[src/include/dispatch_macros.svh]
`ifndef DISPATCH_MACROS_SVH
`define DISPATCH_MACROS_SVH

// Register file sizes
`define ARCH_REGS 32
`define PHYS_REGS 48
// Physical registers not mapped by the committed state
`define FREE_LIST_SZ 16

// Queue depths
`define ROB_SZ 8
`define RS_SZ 4

// RV32 major opcodes that the decoder accepts
`define OPC_OP 7'b0110011
`define OPC_OP_IMM 7'b0010011
`define OPC_STORE 7'b0100011

`endif

[src/rtl/dispatch_pkg.sv]
`default_nettype none
`include "dispatch_macros.svh"

package dispatch_pkg;

    // Architectural register index
    typedef logic [$clog2(`ARCH_REGS)-1:0] areg_t;
    // Physical register tag
    typedef logic [$clog2(`PHYS_REGS)-1:0] preg_t;
    // Reorder buffer slot
    typedef logic [$clog2(`ROB_SZ)-1:0] rob_idx_t;
    typedef logic [31:0] inst_t;
    typedef logic [31:0] addr_t;

    // Functional unit class
    typedef enum logic {
        ALU,
        STORE
    } fu_type_t;

    // Reservation station entry state
    typedef enum logic {
        RS_EMPTY,
        RS_WAIT
    } rs_state_t;

endpackage

`default_nettype wire

[src/rtl/decoder.sv]
`timescale 1ns/1ps
`default_nettype none
`include "dispatch_macros.svh"

module decoder (
    input wire dispatch_pkg::inst_t inst,
    output dispatch_pkg::fu_type_t fu_type,
    output logic uses_rs1,
    output logic uses_rs2,
    output logic has_dest,
    output logic illegal
);

    always_comb begin
        // Defaults describe an illegal instruction
        fu_type = dispatch_pkg::ALU;
        uses_rs1 = 1'b0;
        uses_rs2 = 1'b0;
        has_dest = 1'b0;
        illegal = 1'b1;
        case (inst[6:0])
            // Register-register ALU op
            `OPC_OP: begin
                uses_rs1 = 1'b1;
                uses_rs2 = 1'b1;
                has_dest = 1'b1;
                illegal = 1'b0;
            end
            // Immediate ALU op, rs2 field is part of the immediate
            `OPC_OP_IMM: begin
                uses_rs1 = 1'b1;
                has_dest = 1'b1;
                illegal = 1'b0;
            end
            // Store reads base and data, writes no register
            `OPC_STORE: begin
                fu_type = dispatch_pkg::STORE;
                uses_rs1 = 1'b1;
                uses_rs2 = 1'b1;
                illegal = 1'b0;
            end
            default: illegal = 1'b1;
        endcase
    end

endmodule

`default_nettype wire

[src/rtl/map_table.sv]
`timescale 1ns/1ps
`default_nettype none
`include "dispatch_macros.svh"

module map_table (
    input wire logic clock,
    input wire logic rst_n,
    input wire dispatch_pkg::areg_t src1_areg,
    input wire dispatch_pkg::areg_t src2_areg,
    input wire dispatch_pkg::areg_t dest_areg,
    input wire logic rename_en,
    input wire dispatch_pkg::preg_t new_preg,
    input wire logic commit_en,
    input wire dispatch_pkg::areg_t commit_areg,
    input wire dispatch_pkg::preg_t commit_preg,
    input wire logic cdb_valid,
    input wire dispatch_pkg::preg_t cdb_tag,
    input wire logic rollback,
    output dispatch_pkg::preg_t src1_preg,
    output dispatch_pkg::preg_t src2_preg,
    output logic src1_ready,
    output logic src2_ready,
    output dispatch_pkg::preg_t old_preg
);

    // Speculative and committed maps
    dispatch_pkg::preg_t spec_map [`ARCH_REGS];
    dispatch_pkg::preg_t arch_map [`ARCH_REGS];
    // One ready bit per physical register
    logic [`PHYS_REGS-1:0] ready;

    // x0 is hardwired to tag 0
    assign src1_preg = (src1_areg == '0) ? '0 : spec_map[src1_areg];
    assign src2_preg = (src2_areg == '0) ? '0 : spec_map[src2_areg];

    // Broadcast in this cycle counts as ready
    assign src1_ready = (src1_areg == '0) || ready[src1_preg]
                        || (cdb_valid && (cdb_tag == src1_preg));
    assign src2_ready = (src2_areg == '0) || ready[src2_preg]
                        || (cdb_valid && (cdb_tag == src2_preg));

    // Mapping replaced by a rename, goes to the ROB
    assign old_preg = spec_map[dest_areg];

    always_ff @(posedge clock or negedge rst_n) begin
        if (!rst_n) begin
            // Identity map, everything ready
            for (int i = 0; i < `ARCH_REGS; i++) begin
                spec_map[i] <= dispatch_pkg::preg_t'(i);
                arch_map[i] <= dispatch_pkg::preg_t'(i);
            end
            ready <= '1;
        end else if (rollback) begin
            // Back to the committed state
            for (int i = 0; i < `ARCH_REGS; i++) begin
                spec_map[i] <= arch_map[i];
            end
            ready <= '1;
        end else begin
            if (commit_en) begin
                arch_map[commit_areg] <= commit_preg;
            end
            if (cdb_valid) begin
                ready[cdb_tag] <= 1'b1;
            end
            // New tag waits for its producer
            if (rename_en) begin
                spec_map[dest_areg] <= new_preg;
                ready[new_preg] <= 1'b0;
            end
        end
    end

endmodule

`default_nettype wire

[src/rtl/free_list.sv]
`timescale 1ns/1ps
`default_nettype none
`include "dispatch_macros.svh"

module free_list (
    input wire logic clock,
    input wire logic rst_n,
    input wire logic dequeue_en,
    input wire logic enqueue_en,
    input wire dispatch_pkg::preg_t enqueue_preg,
    input wire logic rollback,
    output dispatch_pkg::preg_t head_preg,
    output logic empty
);

    localparam int IDX_W = $clog2(`FREE_LIST_SZ);

    dispatch_pkg::preg_t entries [`FREE_LIST_SZ];
    // Pointers carry an extra wrap bit
    logic [IDX_W:0] head_ptr;
    logic [IDX_W:0] tail_ptr;

    assign empty = (head_ptr == tail_ptr);
    assign head_preg = entries[head_ptr[IDX_W-1:0]];

    always_ff @(posedge clock or negedge rst_n) begin
        if (!rst_n) begin
            // Starts full with the tags above the architectural ones
            for (int i = 0; i < `FREE_LIST_SZ; i++) begin
                entries[i] <= dispatch_pkg::preg_t'(`ARCH_REGS + i);
            end
            head_ptr <= '0;
            tail_ptr <= {1'b1, {IDX_W{1'b0}}};
        end else if (rollback) begin
            // Slots between tail and head still hold the dequeued tags
            head_ptr <= {~tail_ptr[IDX_W], tail_ptr[IDX_W-1:0]};
        end else begin
            if (dequeue_en) begin
                head_ptr <= head_ptr + 1'b1;
            end
            if (enqueue_en) begin
                entries[tail_ptr[IDX_W-1:0]] <= enqueue_preg;
                tail_ptr <= tail_ptr + 1'b1;
            end
        end
    end

endmodule

`default_nettype wire

[src/rtl/reorder_buffer.sv]
`timescale 1ns/1ps
`default_nettype none
`include "dispatch_macros.svh"

module reorder_buffer (
    input wire logic clock,
    input wire logic rst_n,
    input wire logic write_en,
    input wire dispatch_pkg::areg_t write_areg,
    input wire logic write_has_dest,
    input wire dispatch_pkg::preg_t write_new_preg,
    input wire dispatch_pkg::preg_t write_old_preg,
    input wire logic retire,
    input wire logic rollback,
    output dispatch_pkg::rob_idx_t tail_idx,
    output dispatch_pkg::rob_idx_t head_idx,
    output logic full,
    output logic empty,
    output logic commit_en,
    output dispatch_pkg::areg_t commit_areg,
    output dispatch_pkg::preg_t commit_new_preg,
    output dispatch_pkg::preg_t commit_old_preg
);

    localparam int CNT_W = $clog2(`ROB_SZ + 1);

    // Entry payload
    dispatch_pkg::areg_t areg [`ROB_SZ];
    logic has_dest [`ROB_SZ];
    dispatch_pkg::preg_t new_preg [`ROB_SZ];
    dispatch_pkg::preg_t old_preg [`ROB_SZ];

    logic [CNT_W-1:0] count;
    logic do_retire;

    assign full = (count == CNT_W'(`ROB_SZ));
    assign empty = (count == '0);

    // Retire on an empty queue or under rollback is dropped
    assign do_retire = retire && !empty && !rollback;

    // Head entry drives the commit
    assign commit_en = do_retire && has_dest[head_idx];
    assign commit_areg = areg[head_idx];
    assign commit_new_preg = new_preg[head_idx];
    assign commit_old_preg = old_preg[head_idx];

    always_ff @(posedge clock or negedge rst_n) begin
        if (!rst_n) begin
            head_idx <= '0;
            tail_idx <= '0;
            count <= '0;
        end else if (rollback) begin
            head_idx <= '0;
            tail_idx <= '0;
            count <= '0;
        end else begin
            if (do_retire) begin
                head_idx <= head_idx + 1'b1;
            end
            if (write_en) begin
                tail_idx <= tail_idx + 1'b1;
            end
            count <= count + CNT_W'(write_en) - CNT_W'(do_retire);
        end
    end

    // Payload write, no reset
    always_ff @(posedge clock) begin
        if (write_en && !rollback) begin
            areg[tail_idx] <= write_areg;
            has_dest[tail_idx] <= write_has_dest;
            new_preg[tail_idx] <= write_new_preg;
            old_preg[tail_idx] <= write_old_preg;
        end
    end

endmodule

`default_nettype wire

[src/rtl/reservation_station.sv]
`timescale 1ns/1ps
`default_nettype none
`include "dispatch_macros.svh"

module reservation_station (
    input wire logic clock,
    input wire logic rst_n,
    input wire logic alloc_en,
    input wire dispatch_pkg::fu_type_t alloc_fu,
    input wire dispatch_pkg::inst_t alloc_inst,
    input wire dispatch_pkg::addr_t alloc_pc,
    input wire dispatch_pkg::preg_t alloc_src1,
    input wire dispatch_pkg::preg_t alloc_src2,
    input wire dispatch_pkg::preg_t alloc_dest,
    input wire logic alloc_src1_ready,
    input wire logic alloc_src2_ready,
    input wire dispatch_pkg::rob_idx_t alloc_rob_idx,
    input wire logic cdb_valid,
    input wire dispatch_pkg::preg_t cdb_tag,
    input wire logic rollback,
    output logic full,
    output logic issue_valid,
    output dispatch_pkg::fu_type_t issue_fu,
    output dispatch_pkg::inst_t issue_inst,
    output dispatch_pkg::addr_t issue_pc,
    output dispatch_pkg::preg_t issue_src1,
    output dispatch_pkg::preg_t issue_src2,
    output dispatch_pkg::preg_t issue_dest,
    output dispatch_pkg::rob_idx_t issue_rob_idx
);

    localparam int IDX_W = $clog2(`RS_SZ);

    dispatch_pkg::rs_state_t state [`RS_SZ];
    // Entry payload
    dispatch_pkg::fu_type_t fu [`RS_SZ];
    dispatch_pkg::inst_t inst [`RS_SZ];
    dispatch_pkg::addr_t pc [`RS_SZ];
    dispatch_pkg::preg_t src1 [`RS_SZ];
    dispatch_pkg::preg_t src2 [`RS_SZ];
    dispatch_pkg::preg_t dest [`RS_SZ];
    dispatch_pkg::rob_idx_t rob_idx [`RS_SZ];
    logic src1_rdy [`RS_SZ];
    logic src2_rdy [`RS_SZ];

    logic [IDX_W-1:0] alloc_slot;
    logic alloc_found;
    logic [IDX_W-1:0] issue_slot;
    logic issue_found;

    // Lowest empty slot and lowest ready slot, scanned downward
    always_comb begin
        alloc_slot = '0;
        alloc_found = 1'b0;
        issue_slot = '0;
        issue_found = 1'b0;
        for (int i = `RS_SZ - 1; i >= 0; i--) begin
            if (state[i] == dispatch_pkg::RS_EMPTY) begin
                alloc_slot = IDX_W'(i);
                alloc_found = 1'b1;
            end
            if (state[i] == dispatch_pkg::RS_WAIT && src1_rdy[i] && src2_rdy[i]) begin
                issue_slot = IDX_W'(i);
                issue_found = 1'b1;
            end
        end
    end

    assign full = !alloc_found;

    always_ff @(posedge clock or negedge rst_n) begin
        if (!rst_n) begin
            for (int i = 0; i < `RS_SZ; i++) begin
                state[i] <= dispatch_pkg::RS_EMPTY;
            end
            issue_valid <= 1'b0;
        end else if (rollback) begin
            // Flush everything waiting
            for (int i = 0; i < `RS_SZ; i++) begin
                state[i] <= dispatch_pkg::RS_EMPTY;
            end
            issue_valid <= 1'b0;
        end else begin
            issue_valid <= issue_found;
            if (issue_found) begin
                state[issue_slot] <= dispatch_pkg::RS_EMPTY;
            end
            if (alloc_en && alloc_found) begin
                state[alloc_slot] <= dispatch_pkg::RS_WAIT;
            end
        end
    end

    // Payload, wakeup and issue registers
    always_ff @(posedge clock) begin
        for (int i = 0; i < `RS_SZ; i++) begin
            if (cdb_valid && src1[i] == cdb_tag) src1_rdy[i] <= 1'b1;
            if (cdb_valid && src2[i] == cdb_tag) src2_rdy[i] <= 1'b1;
        end
        if (alloc_en && alloc_found) begin
            fu[alloc_slot] <= alloc_fu;
            inst[alloc_slot] <= alloc_inst;
            pc[alloc_slot] <= alloc_pc;
            src1[alloc_slot] <= alloc_src1;
            src2[alloc_slot] <= alloc_src2;
            dest[alloc_slot] <= alloc_dest;
            rob_idx[alloc_slot] <= alloc_rob_idx;
            src1_rdy[alloc_slot] <= alloc_src1_ready;
            src2_rdy[alloc_slot] <= alloc_src2_ready;
        end
        issue_fu <= fu[issue_slot];
        issue_inst <= inst[issue_slot];
        issue_pc <= pc[issue_slot];
        issue_src1 <= src1[issue_slot];
        issue_src2 <= src2[issue_slot];
        issue_dest <= dest[issue_slot];
        issue_rob_idx <= rob_idx[issue_slot];
    end

endmodule

`default_nettype wire

[src/rtl/dispatch.sv]
`timescale 1ns/1ps
`default_nettype none

module dispatch (
    input wire logic clock,
    input wire logic rst_n,
    input wire logic inst_valid,
    input wire dispatch_pkg::inst_t inst,
    input wire dispatch_pkg::addr_t pc,
    input wire logic cdb_valid,
    input wire dispatch_pkg::preg_t cdb_tag,
    input wire logic retire,
    input wire logic rollback,
    output logic stall,
    output logic issue_valid,
    output dispatch_pkg::fu_type_t issue_fu,
    output dispatch_pkg::inst_t issue_inst,
    output dispatch_pkg::addr_t issue_pc,
    output dispatch_pkg::preg_t issue_src1,
    output dispatch_pkg::preg_t issue_src2,
    output dispatch_pkg::preg_t issue_dest,
    output dispatch_pkg::rob_idx_t issue_rob_idx,
    output dispatch_pkg::rob_idx_t rob_head_idx,
    output logic rob_empty,
    output logic rob_full
);

    // Decode results
    dispatch_pkg::fu_type_t fu_type;
    logic uses_rs1;
    logic uses_rs2;
    logic has_dest;
    logic illegal;

    // Register fields of the instruction
    dispatch_pkg::areg_t rs1_areg;
    dispatch_pkg::areg_t rs2_areg;
    dispatch_pkg::areg_t rd_areg;
    dispatch_pkg::areg_t src1_areg;
    dispatch_pkg::areg_t src2_areg;

    // Rename results
    dispatch_pkg::preg_t src1_preg;
    dispatch_pkg::preg_t src2_preg;
    logic src1_ready;
    logic src2_ready;
    dispatch_pkg::preg_t old_preg;
    dispatch_pkg::preg_t fl_head_preg;
    logic fl_empty;

    // Retire path from the ROB
    logic commit_en;
    dispatch_pkg::areg_t commit_areg;
    dispatch_pkg::preg_t commit_new_preg;
    dispatch_pkg::preg_t commit_old_preg;
    dispatch_pkg::rob_idx_t rob_tail_idx;

    logic rs_full;
    logic dispatch_en;
    logic dest_valid;
    logic rename_en;

    assign rs1_areg = inst[19:15];
    assign rs2_areg = inst[24:20];
    assign rd_areg = inst[11:7];

    // Unused sources read x0, which is always ready
    assign src1_areg = uses_rs1 ? rs1_areg : '0;
    assign src2_areg = uses_rs2 ? rs2_areg : '0;

    // Stall does not look at inst_valid
    assign stall = rob_full || rs_full || fl_empty;
    assign dispatch_en = inst_valid && !stall && !illegal;

    // Writes to x0 get no physical register
    assign dest_valid = has_dest && (rd_areg != '0);
    assign rename_en = dispatch_en && dest_valid;

    decoder decoder_inst (
        .inst(inst),
        .fu_type(fu_type),
        .uses_rs1(uses_rs1),
        .uses_rs2(uses_rs2),
        .has_dest(has_dest),
        .illegal(illegal)
    );

    map_table map_table_inst (
        .clock(clock),
        .rst_n(rst_n),
        .src1_areg(src1_areg),
        .src2_areg(src2_areg),
        .dest_areg(rd_areg),
        .rename_en(rename_en),
        .new_preg(fl_head_preg),
        .commit_en(commit_en),
        .commit_areg(commit_areg),
        .commit_preg(commit_new_preg),
        .cdb_valid(cdb_valid),
        .cdb_tag(cdb_tag),
        .rollback(rollback),
        .src1_preg(src1_preg),
        .src2_preg(src2_preg),
        .src1_ready(src1_ready),
        .src2_ready(src2_ready),
        .old_preg(old_preg)
    );

    // Old tag of a committed write returns to the pool
    free_list free_list_inst (
        .clock(clock),
        .rst_n(rst_n),
        .dequeue_en(rename_en),
        .enqueue_en(commit_en),
        .enqueue_preg(commit_old_preg),
        .rollback(rollback),
        .head_preg(fl_head_preg),
        .empty(fl_empty)
    );

    reorder_buffer reorder_buffer_inst (
        .clock(clock),
        .rst_n(rst_n),
        .write_en(dispatch_en),
        .write_areg(rd_areg),
        .write_has_dest(dest_valid),
        .write_new_preg(fl_head_preg),
        .write_old_preg(old_preg),
        .retire(retire),
        .rollback(rollback),
        .tail_idx(rob_tail_idx),
        .head_idx(rob_head_idx),
        .full(rob_full),
        .empty(rob_empty),
        .commit_en(commit_en),
        .commit_areg(commit_areg),
        .commit_new_preg(commit_new_preg),
        .commit_old_preg(commit_old_preg)
    );

    // Stores and x0 writes carry tag 0 as destination
    reservation_station reservation_station_inst (
        .clock(clock),
        .rst_n(rst_n),
        .alloc_en(dispatch_en),
        .alloc_fu(fu_type),
        .alloc_inst(inst),
        .alloc_pc(pc),
        .alloc_src1(src1_preg),
        .alloc_src2(src2_preg),
        .alloc_dest(dest_valid ? fl_head_preg : '0),
        .alloc_src1_ready(src1_ready),
        .alloc_src2_ready(src2_ready),
        .alloc_rob_idx(rob_tail_idx),
        .cdb_valid(cdb_valid),
        .cdb_tag(cdb_tag),
        .rollback(rollback),
        .full(rs_full),
        .issue_valid(issue_valid),
        .issue_fu(issue_fu),
        .issue_inst(issue_inst),
        .issue_pc(issue_pc),
        .issue_src1(issue_src1),
        .issue_src2(issue_src2),
        .issue_dest(issue_dest),
        .issue_rob_idx(issue_rob_idx)
    );

endmodule

`default_nettype wire

[config.mk]
export PLATFORM = sky130hd
export DESIGN_NAME = dispatch
export DESIGN_NICKNAME = d
export VERILOG_FILES = /design/src/rtl/dispatch_pkg.sv /design/src/rtl/decoder.sv /design/src/rtl/map_table.sv /design/src/rtl/free_list.sv /design/src/rtl/reorder_buffer.sv /design/src/rtl/reservation_station.sv /design/src/rtl/dispatch.sv
export VERILOG_INCLUDE_DIRS = /design/src /design/src/include
export SDC_FILE = /design/constraint.sdc
export NUM_CORES = 2
export LEC_CHECK = 0
export ABC_AREA = 1
export BUFFER_PORTS_ARGS = -buffer_cell sky130_fd_sc_hd__buf_4
export CORE_MARGIN = 2
export CORE_UTILIZATION = 40
export DETAILED_ROUTE_END_ITERATION = 8
export GPL_TIMING_DRIVEN = 0
export PLACE_DENSITY = 0.55
export SLEW_MARGIN = 0
export SYNTH_ARGS = -nofsm -noshare
export SYNTH_HDL_FRONTEND = slang
export SYNTH_SLANG_ARGS = --single-unit
[constraint.sdc]
create_clock -name clock -period 15.8 [get_ports clock]
set_input_delay 0.79 -clock clock [delete_from_list [all_inputs] [get_ports clock]]
set_output_delay 0.79 -clock clock [all_outputs]
set_load 0.005 [all_outputs]
==> flow_summary_export.csv <==
group,metric,value,unit
clocking,h-tree-depth,3,
timing,slew_viol_final,28,
yosys,synth_edf_count,488,
timing,worst_pin_slew,1.66,ns
clocking,path_clk_slew,0.06,ns
yosys,async_flop_share,48.7,%
power,power_frac_comb,23.4,%
layout,design_area,59100,µm²
power,switching_power,3.40,mW
routing,wirelength,228,mm
setup_path,path_class,"flop to flop",
timing,rsz0062_at_grt,"false",
timing,fin_crit,6.77,ns
clocking,cts_root_buf,"clkbuf_16",
routing,drt_iter0_drc,5561,
layout,fin_nets,5705,
grt,antenna_found_initial,10,
yosys,synthesis.nets,5370,
routing,drt_first_pass_iters,6,
routing,vias,44238,
layout,areaGrowthSynthToFinish,16.0,%
setup_path,cp_max_fo,12,
power,leakagePower,22.6,nW
place,dpl_cell_area,55000,µm²
die,io_pins,169,
timing,timing.fmax,0.148,GHz
routing,viasPerCell,5.99,
routing,drc,0,
yosys,yosysSeqAreaShare,60.3,%
power,seq_power_share,45.8,%
routing,wl_per_cell,30.8,µm
setup_path,arrival,7.34,ns
die,die_w,361,µm
power,clkPwrFrac,30.7,%
setup_path,reg2reg_to,"map_table_inst.spec_map[91]$_DFFE_PN0P_",
place,detailed_place_hpwl,166,mm
clocking,cts_hold_buf,1,
yosys,syn-cell-area,50900,µm²
power,p_sw_share,36.4,%
clocking,numCtsBuffers,118,
yosys,synth_ff_type,"edfxtp_1",
setup_path,crit_path_end,"map_table_inst.spec_map[91]$_DFFE_PN0P_",
clocking,cts_tree,"yes",
timing,hold_viol_final,0,
yosys,syn_avg_cell_area,9.65,µm²
job,maxCapViolCount,4,
setup_path,rr_worst_depth,14,
setup_path,critPathLaunch,"free_list_inst.head_ptr[0]$_DFFE_PN0P_",
layout,n_fill_cell,12070,
setup_path,cp-end-kind,"flop",
layout,drive_above_1_share,14.2,%
setup_path,cp-start-kind,"flop",
power,ir_worst_vdd,0.112,mV
setup_path,cp.required,16.37,ns
setup_path,reg2reg_from,"free_list_inst.head_ptr[0]$_DFFE_PN0P_",
clocking,cts_buffer_depth,3,
yosys,syn_inst,5280,
place,gp_congestion,1.04,
die,die_h,361,µm
grt,grt_usage,34.4,%
power,p_per_area,158,nW/µm²
clocking,postCtsSetupRepairBufs,0,
place,io_buffers,166,
routing,antenna_left,0,
timing,fin_crit_sh,42.9,%
die,dieArea,130000,µm²
timing,slew_headroom,-10.6,%
timing,setup_viol,0,
clocking,clock-sinks,1135,
timing,totalNegativeSetupSlack,0,ns
run_status,violations,"capacitance limit, slew limit",
grt,grt_pass1_wl,320,mm
die,core_area,126000,µm²
timing,fin_skew,0.0421,ns
clocking,clkLatencyLatePin,0.78,ns
clocking,ctsResizeCount,0,
layout,post_layout_nonfiller_instances,7381,
run_status,status,"finished, violations left",
yosys,ys_ff_latch,1135,
yosys,yosys_warnings,0,
hold_path,min_path_type,"input pin to flop",
grt,grt_pass1_vias,42158,
die,rows,130,
grt,grt_overflow,0,
setup_path,timing.reg2reg.setup_slack,9.03,ns
die,start_util,40.4,%
yosys,ys_types,53,
place,placedCellCount,7144,
grt,grt_max_degree,118,
power,p_int,5.94,mW
[power by group through the flow]
stage               registers [mW]  logic [mW]  clock network [mW]
floorplan                     3.98        1.14                   0
global placement              4.29        2.09                   0
detailed placement            4.29        2.13                   0
CTS                           4.25        2.13                2.91
global route                  4.29        2.33                3.01
finish                        4.28        2.19                2.87
[cell families (layout without fill, tap and decap cells)]
family,count (synthesis),count (layout),synth area share (%)
buf+inv,687,1128,5.30
fa+ha+maj,14,14,0.359
compound gates,1465,1465,17.0
simple gates,1920,1920,15.9
xor+xnor,17,17,0.292
flops,1135,1135,60.3
other cells,0,10,0
mux,42,42,0.928
[flip-flops by register name, summed over array words and instances, names as in the netlist, 12 cells and up]
register and count:
map_table_inst.arch_map 192, map_table_inst.spec_map 192, reservation_station_inst.inst 128, reservation_station_inst.pc 128
free_list_inst.entries 96, map_table_inst.ready 48, reorder_buffer_inst.new_preg 48, reorder_buffer_inst.old_preg 48
reorder_buffer_inst.areg 40, reservation_station_inst.issue_inst 32, reservation_station_inst.issue_pc 32, reservation_station_inst.dest 24
reservation_station_inst.src1 24, reservation_station_inst.src2 24, reservation_station_inst.rob_idx 12
[cells in the final DEF (no fill, tap or decap), drive strengths merged, types with 13 or more instances in the layout]
cell    count
clkbuf    432
ha         13
a21oi     198
a22oi     198
o21ai     756
nor2      324
inv       340
a221oi     14
o22ai      56
dfxtp      94
dfrtp     296
nand4      30
o221ai     63
nand2    1006
buf       305
a31oi      15
edfxtp    488
dfstp     257
nand3     519
clkinv     41
mux2       42
nor3       29
o211ai    135
[synthesized netlist by cell type, drive strengths merged (63+ instances only)]
| cell | n | share of area, % |
|---|---|---|
| a22oi | 198 | 2.9 |
| inv | 339 | 2.5 |
| nor2 | 324 | 2.5 |
| dfrtp | 296 | 15 |
| a21oi | 198 | 2.0 |
| clkbuf | 252 | 1.9 |
| o211ai | 135 | 2.0 |
| dfxtp | 94 | 3.7 |
| edfxtp | 488 | 29 |
| o221ai | 63 | 1.1 |
| nand2 | 1006 | 7.4 |
| o21ai | 756 | 7.4 |
| nand3 | 519 | 5.1 |
| dfstp | 257 | 13 |
| buf | 91 | 0.91 |
[worst max-delay path, cell delays in order, from the launching register on]
cell      delay, ns
dfrtp_1        0.47
clkbuf_1       0.30
inv_1          0.14
buf_2          0.21
clkbuf_1       0.28
o21ai_0        0.31
nand3_1        0.10
nand3_1        0.11
nand3_1        0.76
inv_1          0.26
clkbuf_1       1.22
nor2_1         0.51
nand2_1        0.56
clkbuf_1       1.03
o21ai_0        0.26
[per-stage QoR]
step	hold slack, ns	total power, mW	util, %	setup slack (ns)
final	0.218	9.34	46.9	9.03
after detailed placement	0.455	6.42	43.6	9.47
after floorplan	0.437	5.12	-	7.11
after global placement	0.454	6.38	43.0	0.404
after global routing	0.184	9.64	46.8	9.19
after CTS	0.173	9.29	46.8	9.43
[per-layer routing]
| metal | vias to the layer above | wire length [µm] | GRT usage (%) |
|---|---|---|---|
| li1 | 19324 | - | - |
| met1 | 22277 | 95500 | 46.6 |
| met2 | 2211 | 101000 | 52.8 |
| met3 | 418 | 19600 | 7.58 |
| met4 | 8 | 11500 | 15.6 |
| met5 | - | 54 | 0 |
[final cells by class]
class	count	area (µm²)	share of cell area (%)
clock buffer	180	3540	5.99
buffer	343	1410	2.39
inverter	344	1290	2.19
antenna	10	25.0	0.0424
timing repair buffer	215	1930	3.26
tap	1650	2060	3.49
clock inverter	46	493	0.834
sequential	1135	30700	52.0
multi-input combinational	3458	17600	29.8
[worst min path at each step]
stage,start,endpoint,slack [ns],cells past startpoint
after CTS,inst[12],reservation_station_inst.inst[0][12]$_DFFE_PP_,0.17,1
after floorplan,free_list_inst.entries[4]$_DFFE_PN0P_,free_list_inst.entries[4]$_DFFE_PN0P_,0.44,2
after global placement,free_list_inst.entries[1]$_DFFE_PN1P_,free_list_inst.entries[1]$_DFFE_PN1P_,0.45,2
after global routing,pc[18],reservation_station_inst.pc[3][18]$_DFFE_PP_,0.18,1
after detailed placement,free_list_inst.entries[4]$_DFFE_PN0P_,free_list_inst.entries[4]$_DFFE_PN0P_,0.45,2
final,pc[28],reservation_station_inst.pc[1][28]$_DFFE_PP_,0.22,1
Note: power is estimated with default switching activity, not from simulation.
